$ cat src/logic/sprite_pkg.sv
package sprite_pkg;

  // horizontal timing in clocks
  localparam int H_DISPLAY = 256;
  localparam int H_FRONT   = 7;
  localparam int H_SYNC    = 23;
  localparam int H_BACK    = 23;
  localparam int H_TOTAL   = H_DISPLAY + H_FRONT + H_SYNC + H_BACK;

  // vertical timing in lines
  localparam int V_DISPLAY = 240;
  localparam int V_BOTTOM  = 14;
  localparam int V_SYNC    = 3;
  localparam int V_TOP     = 5;
  localparam int V_TOTAL   = V_DISPLAY + V_BOTTOM + V_SYNC + V_TOP;

  localparam int POS_W = 9;

  // sprite table and per-line slot array
  localparam int NUM_SPRITES  = 32;
  localparam int SPRITE_IDX_W = 5;
  localparam int LINE_SPRITES = 4;
  localparam int LINE_IDX_W   = 2;
  localparam int SPRITE_SIZE  = 16;
  localparam int COLOR_W      = 4;
  localparam int ROM_ADDR_W   = 8;

  // below the visible area, so a reset sprite never lands on screen
  localparam int RESET_YPOS = 240;

  // renderer phases, all counted in hpos
  localparam int SELECT_END = 2 * NUM_SPRITES;
  localparam int COPY_END   = SELECT_END + 4 * LINE_SPRITES;
  localparam int DRAW_END   = COPY_END + 2 * SPRITE_SIZE * LINE_SPRITES;

endpackage

$ cat src/logic/sprite_scanline_renderer.sv
`timescale 1ns/1ps

module sprite_scanline_renderer import sprite_pkg::*; (
  input  logic                    clk,
  input  logic                    rst_n,
  input  logic [POS_W-1:0]        hpos,
  input  logic [POS_W-1:0]        vpos,
  output logic [SPRITE_IDX_W-1:0] rd_index,
  input  logic [7:0]              rd_xpos,
  input  logic [7:0]              rd_ypos,
  input  logic [7:0]              rd_attr,
  output logic [ROM_ADDR_W-1:0]   rom_addr,
  input  logic [SPRITE_SIZE-1:0]  rom_data,
  output logic                    wr_pix_en,
  output logic [7:0]              wr_col,
  output logic [COLOR_W-1:0]      wr_color
);

  // line slot array, filled in table order
  logic [SPRITE_IDX_W-1:0] slot_index [LINE_SPRITES];
  logic [3:0]              slot_yofs  [LINE_SPRITES];
  logic [7:0]              slot_xpos  [LINE_SPRITES];
  logic [7:0]              slot_attr  [LINE_SPRITES];
  logic [LINE_SPRITES-1:0] slot_active;

  // one extra bit so the count saturates at four instead of wrapping
  logic [LINE_IDX_W:0]     sel_count;
  logic [LINE_IDX_W-1:0]   sel_slot;
  logic [7:0]              yofs;
  logic                    sel_hit;

  logic [SPRITE_SIZE-1:0]  out_bitmap;
  logic [COLOR_W-1:0]      out_color;
  logic [7:0]              write_ofs;

  logic                    render_on;
  logic                    sel_phase;
  logic                    copy_phase;
  logic                    draw_phase;
  logic [LINE_IDX_W-1:0]   copy_slot;
  logic [POS_W-1:0]        draw_ofs;
  logic [LINE_IDX_W-1:0]   draw_slot;
  logic [4:0]              draw_step;

  // nothing is prepared on lines 256 and up
  assign render_on  = !vpos[POS_W-1];
  assign sel_phase  = render_on && (hpos < POS_W'(SELECT_END));
  assign copy_phase = render_on && (hpos >= POS_W'(SELECT_END)) &&
                      (hpos < POS_W'(COPY_END));
  assign draw_phase = render_on && (hpos >= POS_W'(COPY_END)) &&
                      (hpos < POS_W'(DRAW_END));

  // four clocks per slot during copy, 32 per slot during draw
  assign copy_slot = hpos[LINE_IDX_W+1:2];
  assign draw_ofs  = hpos - POS_W'(COPY_END);
  assign draw_slot = draw_ofs[LINE_IDX_W+4:5];
  assign draw_step = draw_ofs[4:0];

  assign sel_slot = sel_count[LINE_IDX_W-1:0];
  assign sel_hit  = sel_phase && hpos[0] && (yofs < 8'(SPRITE_SIZE)) &&
                    !sel_count[LINE_IDX_W];

  // even clocks scan entry hpos/2, copy walks the chosen indices
  assign rd_index = sel_phase ? hpos[SPRITE_IDX_W:1] : slot_index[copy_slot];

  assign rom_addr = {slot_attr[draw_slot][7:4], slot_yofs[draw_slot]};

  // second half of each 32-clock slot emits one pixel per clock
  assign wr_pix_en = draw_phase && draw_step[4] && out_bitmap[0];
  assign wr_col    = write_ofs;
  assign wr_color  = out_color;

  always_ff @(posedge clk) begin
    if (!rst_n) begin
      sel_count   <= '0;
      slot_active <= '0;
    end else if (!render_on) begin
      sel_count <= '0;
    end else begin
      if (sel_hit) begin
        slot_active[sel_slot] <= 1'b1;
        sel_count             <= sel_count + 1'b1;
      end
      if (draw_phase) begin
        sel_count <= '0;
        // slot is consumed once its row has been fetched
        if (draw_step == 5'd3) begin
          slot_active[draw_slot] <= 1'b0;
        end
      end
    end
  end

  always_ff @(posedge clk) begin
    if (sel_phase && !hpos[0]) begin
      yofs <= vpos[7:0] - rd_ypos;
    end
    if (sel_hit) begin
      slot_index[sel_slot] <= hpos[SPRITE_IDX_W:1];
      slot_yofs[sel_slot]  <= yofs[3:0];
    end

    if (copy_phase) begin
      case (hpos[1:0])
        2'd0:    slot_xpos[copy_slot] <= rd_xpos;
        2'd1:    slot_attr[copy_slot] <= rd_attr;
        default: ;
      endcase
    end

    if (draw_phase) begin
      if (!draw_step[4]) begin
        case (draw_step[3:0])
          4'd0:    write_ofs  <= slot_xpos[draw_slot];
          // an empty slot fetches a blank row
          4'd1:    out_bitmap <= slot_active[draw_slot] ? rom_data : '0;
          4'd2:    out_color  <= slot_attr[draw_slot][COLOR_W-1:0];
          default: ;
        endcase
      end else begin
        // lsb first, column wraps inside the 256-wide half
        out_bitmap <= out_bitmap >> 1;
        write_ofs  <= write_ofs + 1'b1;
      end
    end
  end

  a_pix_window: assert property (
    @(posedge clk) disable iff (!rst_n)
    wr_pix_en |-> (hpos >= POS_W'(COPY_END + SPRITE_SIZE)) &&
                  (hpos < POS_W'(DRAW_END)) &&
                  (((hpos - POS_W'(COPY_END)) % (2 * SPRITE_SIZE)) >= SPRITE_SIZE)
  );

endmodule

$ cat config.mk
export PLATFORM = sky130hd
export DESIGN_NAME = sprite_scanline_renderer
export DESIGN_NICKNAME = d
export VERILOG_FILES = /design/src/logic/sprite_pkg.sv /design/src/logic/sprite_scanline_renderer.sv
export SDC_FILE = /design/constraint.sdc
export NUM_CORES = 1
export LEC_CHECK = 0
export BUFFER_PORTS_ARGS = -buffer_cell sky130_fd_sc_hd__buf_2
export CORE_MARGIN = 5
export CORE_UTILIZATION = 40
export DETAILED_ROUTE_END_ITERATION = 8
export PLACE_DENSITY_LB_ADDON = 0.1
export SLEW_MARGIN = 15
export SYNTH_ARGS = -nofsm -noshare
export SYNTH_HDL_FRONTEND = slang
export SYNTH_SLANG_ARGS = --single-unit
export TNS_END_PERCENT = 5
$ cat constraint.sdc
create_clock -name clk -period 3.9 [get_ports clk]
set_clock_uncertainty 0.2 [all_clocks]
set_input_delay 0.195 -clock clk [delete_from_list [all_inputs] [get_ports clk]]
set_output_delay 0.195 -clock clk [all_outputs]
set_load 0.005 [all_outputs]
==> out/qor.csv, run 1 <==
stage,metric,value,unit
run_status,outcome,"complete, no violations",
floorplan,core area,15100,um^2
cts,CTS tree,built,
sta,Slew Limit Fails,0,
floorplan,initial core utilization,0.405,
synthesis,Syn Area/Cell,17.5,um^2
synthesis,fraction of registers with async set/reset,0,
worst_setup_path,CP Max Fanout,18,
sta,period utilization,0.765,
cells_and_area,Antenna diodes,0,
synthesis,Post-Synthesis Cells,348,
synthesis,post-synthesis sequential area ratio,0.692,
cells_and_area,share of cells above drive strength 1,0.327,
sta,setup violators final,0,
cts,clock buffer count from CTS,17,
worst_setup_path,Buffers & Inverters on Critical Path,5,
cts,"Clk pin slew, worst setup/hold paths",60,ps
worst_setup_path,Top delay family on crit path,buffers and inverters,
global_route,first-pass GRT wire length,19100,um
worst_setup_path,Slowest Stage Delay on Critical Path,620,ps
cells_and_area,"Net count, final",562,
sta,Worst-Margin Slew,919,ps
worst_setup_path,Reg2Reg Launch Point,yofs[6],
worst_hold_path,Hold WC Path Type,primary input to flip-flop,
cts,cts repair resizes,0,
cts,H-tree depth,4,
route,Initial DRC Count,147,
route,Antenna Violating Nets Remaining,0,
global_route,GR Overflow Total,0,
floorplan,Die X,134,um
cts,Root Driver,clkbuf_16,
cts,clk_lat worst skew,410,ps
sta,final hold violation count,0,
synthesis,"FF+latch count, synth",143,
worst_setup_path,crit path launch type,primary input,
power,PD cells,460,nW/um^2
placement,gpl congestion,0.733,
worst_setup_path,most used cell along the critical path,buf_2,
route,WL/cell,17.5,um
worst_setup_path,CP Class,primary input to output port,
global_route,number of global-route vias before repair,3595,
synthesis,Yosys cell types,50,
global_route,pin count of the biggest net entering global routing,27,
floorplan,IO Pins,86,
route,vias,3455,
synthesis,"Cell Area, Synth",6110,um^2
sta,worst hold slack,32.4,ps
synthesis,Yosys warning total,0,
worst_setup_path,WP data required,3500,ps
worst_setup_path,crit path DAT,2590,ps
sta,setup slack after layout,916,ps
worst_setup_path,CP Cell Sequence,dlygate4sd3_1 > buf_2 > inv_1 > ha_1 > buf_12 > mux4_2 > buf_2,
route,Pre-antenna DRT Iters,4,
worst_setup_path,Worst setup startpoint,hpos[5],
route,DRC errors left,0,
power,Final Power,3.55,mW
synthesis,Yosys top cell area share,0.669,
sta,Peak Freq,0.335,GHz
sta,RSZ-0062 raised after global routing,no,
flow_run,count of maximum capacitance violations,0,
synthesis,Post-synth EDFFs,136,
worst_hold_path,Hold Crit Start,hpos[2],
placement,hpwl dp,7940,um
floorplan,Die ar.,17800,um^2
synthesis,dominant cell type by area after synthesis,edfxtp_1,
route,Total Wirelength,12000,um
placement,Place WS,1020,ps
cells_and_area,post-route cell area,7710,um^2
worst_setup_path,"Max stage delay cell, worst path",ha_1,
cts,Clock Tree Buf Depth,2,
synthesis,ys flop type,edfxtp_1,
floorplan,Die Y,134,um
synthesis,Synth area leaders,"edfxtp_1 (67%), mux4_2 (9.2%), ha_1 (3.1%)",
power,worst vdd ir,299,uV
global_route,antenna violations before repair,0,
cells_and_area,area growth from synthesis to layout,26.3,%
synthesis,syn_nets,424,
route,vias per inst,5.03,
floorplan,FP Rows,45,
sta,Max transition margin,0.385,
sta,Tmin final,2980,ps
placement,area post-placement,6750,um^2
cts,Sink Count,143,
cts,Setup Buffers After CTS,0,
worst_setup_path,Worst setup EP type,output port,
power,leakage power,2.79,nW
global_route,gr usage total,0.142,
cts,CTS Hold Bufs,38,
sta,total negative slack,0,ps
placement,Port Buffers,85,
[power by group]
part	switching, mW	leakage [nW]	internal, mW
Sequential	0.00480	1.29	1.69
Combinational	0.128	1.23	0.144
Clock	0.580	0.276	0.997
Total	0.713	2.79	2.83
[cells in the final DEF, fill, tap and decap left out, drive strengths merged, types with 2 or more instances in the layout]
| master | instances |
|---|---|
| a21oi | 5 |
| a22o | 15 |
| a31oi | 3 |
| and2 | 5 |
| and3 | 4 |
| buf | 97 |
| bufinv | 3 |
| clkbuf | 20 |
| clkinv | 7 |
| clkinvlp | 2 |
| dfxtp | 7 |
| dlygate4sd3 | 38 |
| edfxtp | 136 |
| ha | 15 |
| inv | 17 |
| mux2 | 6 |
| mux2i | 2 |
| mux4 | 25 |
| nand2 | 11 |
| nand2b | 3 |
| nand3 | 5 |
| nand3b | 2 |
| nand4 | 2 |
| nor2 | 12 |
| nor2b | 2 |
| nor3 | 5 |
| nor4 | 5 |
| o21ai | 13 |
| o31ai | 2 |
| xnor2 | 7 |
| xor2 | 8 |
[routing by layer]
layer / vias to the layer above / GRT usage / share of wire
li1: 1651 / - / -
met3: 18 / 0.0363 / 0.036
met1: 1717 / 0.179 / 0.45
met5: - / 0 / 0
met2: 69 / 0.231 / 0.49
met4: 0 / 0.0617 / 0.020
[final timing paths]
kind | endpoint | slack (ps) | depth (start not counted)
setup / recovery | rom_addr[0] | 920 | 7
hold / removal | slot_index[1][1] | 30 | 1
setup reg to reg | slot_active[3] | 1660 | 5
hold reg to reg | sel_count[2] | 270 | 2
[cells in the mapped netlist (3+ instances only)]
| cell type | count |
|---|---|
| xor2_1 | 7 |
| a21oi_1 | 5 |
| and2_1 | 4 |
| a22o_1 | 15 |
| xnor2_1 | 7 |
| edfxtp_1 | 136 |
| nor4_1 | 3 |
| a31oi_1 | 3 |
| mux4_2 | 25 |
| and3_1 | 4 |
| buf_6 | 7 |
| ha_1 | 15 |
| mux2_2 | 6 |
| nand2b_1 | 3 |
| nand2_1 | 11 |
| o21ai_0 | 13 |
| nor3_1 | 5 |
| nor2_1 | 12 |
| clkbuf_1 | 4 |
| nand3_1 | 5 |
| inv_1 | 17 |
| dfxtp_1 | 7 |
[logic make-up (layout without fill, tap and decap cells)]
| kind of cell | after synthesis | after routing | share of synthesized area |
|---|---|---|---|
| flops | 143 | 143 | 0.692 |
| simple gates | 62 | 62 | 0.0609 |
| fa+ha+maj | 16 | 16 | 0.0340 |
| compound gates | 46 | 46 | 0.0533 |
| buf+inv | 33 | 184 | 0.0307 |
| xor+xnor | 15 | 15 | 0.0227 |
| mux | 33 | 33 | 0.107 |
[registers in the layout, summed over array words and instances (netlist names)]
name	flops
slot_index	20
slot_attr	32
out_bitmap	16
yofs	8
sel_count	3
slot_xpos	32
slot_active	4
wr_color	4
slot_yofs	16
wr_col	8
[worst register-to-register path, stage by stage (launching register included)]
cell and delay (ps):
edfxtp_1 370, nor4_1 370, and4b_1 380, and2_1 560
o21ai_0 170, a21oi_1 130
[cell type report]
class / instances / area [um^2]
Inverter: 17 / 63.8
Timing Repair Buffer: 135 / 908
Sequential cell: 143 / 4220
Fill cell: 1324 / 7380
Multi-Input combinational cell: 172 / 1700
Clock inverter: 12 / 144
Tap cell: 188 / 235
Clock buffer: 20 / 437
[per-stage QoR]
stage,cells,util
global placement,617,0.448
global route,687,0.511
floorplan,348,-
finish,687,0.511
CTS,687,0.511
detailed placement,617,0.448
No activity file was read; power rests on OpenSTA's default activity.
==> run 2: changes to the inputs <==
==> constraint.sdc (replaced) <==
create_clock -name clk -period 2.9 [get_ports clk]
set_clock_uncertainty 0.2 [all_clocks]
set_input_delay 0.145 -clock clk [delete_from_list [all_inputs] [get_ports clk]]
set_output_delay 0.145 -clock clk [all_outputs]
set_load 0.005 [all_outputs]
==> run 2 against run 1 <==
Effect of this change:
- core utilization is 0.43 points higher
- global-route usage increased by 0.052 points
- register-to-register slack got worse by 1400 ps
- setup slack got worse by 770 ps
- sequential share of layout area fell by 0.46 points
- final cell count up 1.5%
- cell area rose by 0.84%
- non-clock buffer count increased by 10
- first-iteration DRC count increased by 20%
- critical path depth rose by 1
- die area stayed put
- largest power group unchanged
==> out/qor.csv, run 2 (same netlist as run 1, synthesis figures left out) <==
stage,metric,value,unit,change
worst_setup_path,"Max stage delay cell, worst path",dlygate4sd3_1,,
floorplan,core area,15100,um^2,unchanged
cells_and_area,most frequent cells in the layout,"edfxtp_1 (136), buf_2 (85), dlygate4sd3_1 (44)",,
worst_setup_path,Buffers & Inverters on Critical Path,3,,-2
cts,Sink Count,143,,unchanged
worst_hold_path,Hold Crit Start,vpos[2],,
floorplan,Die Y,134,um,unchanged
sta,Tmin final,2760,ps,
worst_setup_path,most used cell along the critical path,dlygate4sd3_1,,
cts,clk_lat worst skew,410,ps,about the same
global_route,pin count of the biggest net entering global routing,26,,-3.7%
floorplan,initial core utilization,0.405,,unchanged
global_route,number of global-route vias before repair,3598,,+0.083%
worst_setup_path,CP Class,primary input to flip-flop,,
route,DRC errors left,0,,unchanged
cts,H-tree depth,4,,unchanged
sta,setup violators final,0,,unchanged
run_status,outcome,"complete, no violations",,
route,vias per inst,5.02,,about the same
worst_hold_path,Min-Delay Endpoint,yofs[2],,
cells_and_area,area growth from synthesis to layout,27.4,%,
cells_and_area,"Net count, final",572,,+1.8%
sta,worst hold slack,27.4,ps,-5.00 ps
floorplan,Die ar.,17800,um^2,unchanged
power,PD cells,596,nW/um^2,+30%
worst_setup_path,Worst setup EP type,flip-flop,,
global_route,GR Overflow Total,0,,unchanged
worst_hold_path,Hold WC Path Type,primary input to flip-flop,,
placement,hpwl dp,7810,um,-1.6%
power,worst vdd ir,398,uV,+33%
cts,clock buffer count from CTS,17,,unchanged
cts,"Clk pin slew, worst setup/hold paths",60,ps,about the same
worst_setup_path,Top delay family on crit path,buffers and inverters,,
cells_and_area,Antenna diodes,0,,unchanged
sta,final hold violation count,0,,unchanged
route,Antenna Violating Nets Remaining,0,,unchanged
sta,RSZ-0062 raised after global routing,no,,
placement,gpl congestion,0.728,,-0.66%
cells_and_area,"Core Util, Final",0.516,,+0.00431
worst_setup_path,Reg2Reg Launch Point,yofs[6],,
route,Initial DRC Count,176,,+20%
sta,Peak Freq,0.363,GHz,
worst_setup_path,Slowest Stage Delay on Critical Path,560,ps,-60 ps
floorplan,IO Pins,86,,unchanged
sta,Max transition margin,0.523,,+0.138
cts,CTS tree,built,,
worst_setup_path,CP Cell Sequence,dlygate4sd3_1 > buf_2 > nor4_4 > a311oi_1 > a2111o_1 > nor4b_4 > a21oi_1 > dlygate4sd3_1,,
floorplan,FP Rows,45,,unchanged
sta,setup slack after layout,144,ps,-772 ps
flow_run,count of maximum capacitance violations,0,,unchanged
sta,Slew Limit Fails,0,,unchanged
placement,Place WS,361,ps,-656 ps
route,vias,3502,,+1.4%
cells_and_area,share of cells above drive strength 1,0.334,,+0.00733
power,leakage power,2.84,nW,+1.5%
sta,Worst-Margin Slew,714,ps,-205 ps
route,Total Wirelength,12100,um,+0.51%
cells_and_area,Largest regs,"slot_attr: 32 flops, slot_xpos: 32 flops, slot_index: 20 flops",,
route,Pre-antenna DRT Iters,4,,unchanged
sta,period utilization,0.950,,
cts,Root Driver,clkbuf_16,,
placement,Port Buffers,85,,unchanged
cells_and_area,"commonest non-fill, non-tap cell in the layout",edfxtp_1,,
cts,Clock Tree Buf Depth,2,,unchanged
sta,total negative slack,0,ps,unchanged
global_route,first-pass GRT wire length,19300,um,+0.65%
worst_setup_path,crit path launch type,primary input,,
worst_setup_path,worst reg2reg setup slack,280,ps,-1380 ps
worst_setup_path,crit path DAT,2850,ps,+260 ps
worst_setup_path,R2R depth,6,,+1
floorplan,Die X,134,um,unchanged
worst_setup_path,CP Max Fanout,17,,-1
global_route,antenna violations before repair,0,,unchanged
worst_setup_path,WP data required,2990,ps,-510 ps
global_route,gr usage total,0.142,,+0.000521
route,WL/cell,17.3,um,-0.93%
cts,Setup Buffers After CTS,0,,unchanged
worst_hold_path,cell count of the worst hold path,3,,+2
worst_setup_path,FF-to-FF End,slot_active[1],,
-- run 2: stage by stage --
step	std cells	total power, mW	cell area, um^2
after floorplan	348	2.53	6110
after global placement	621	2.66	6780
after detailed placement	621	2.66	6780
after CTS	697	4.70	7770
after global routing	697	4.84	7780
final	697	4.64	7780
-- run 2: report_power, final --
group | internal [mW] | switching [mW] | total [mW]
registers | 2.28 | 0.00632 | 2.28
clock network | 1.17 | 0.807 | 1.98
logic | 0.202 | 0.176 | 0.377
-- run 2: layout make-up --
class                           instances  area [um^2]
Tap cell                              188          235
Timing Repair Buffer                  145          998
Inverter                               17         63.8
Fill cell                            1279         7310
Clock buffer                           17          425
Sequential cell                       143         4220
Multi-Input combinational cell        172         1710
Clock inverter                         15          121
-- run 2: layer usage --
layer	vias to the layer above	GRT usage	wire (um)
li1	1681	-	-
met1	1714	0.177	5260
met2	91	0.234	5980
met3	16	0.0412	606
met4	0	0.0583	231
met5	-	0	0
-- run 2: worst max path at each step --
stage               slack, ps  depth (start not counted)              to     from
global route               10                          8  slot_active[1]  vpos[8]
CTS                        50                          8  slot_active[1]  hpos[2]
finish                    140                          8  slot_active[1]  hpos[2]
global placement          440                          7   out_bitmap[4]  hpos[5]
floorplan                  70                         11  out_bitmap[10]  hpos[4]
detailed placement        360                          7   out_bitmap[8]  hpos[5]
-- run 2: worst min-delay path, cell delays in order --
cell	delay, ps
buf_2	80
ha_1	180
xnor2_1	120
-- run 2: what timing repair did --
action	CTS	global route
hold buffers	44	0
setup endpoints to repair	0	1
hold endpoints to repair	106	0
gates resized for setup	0	1
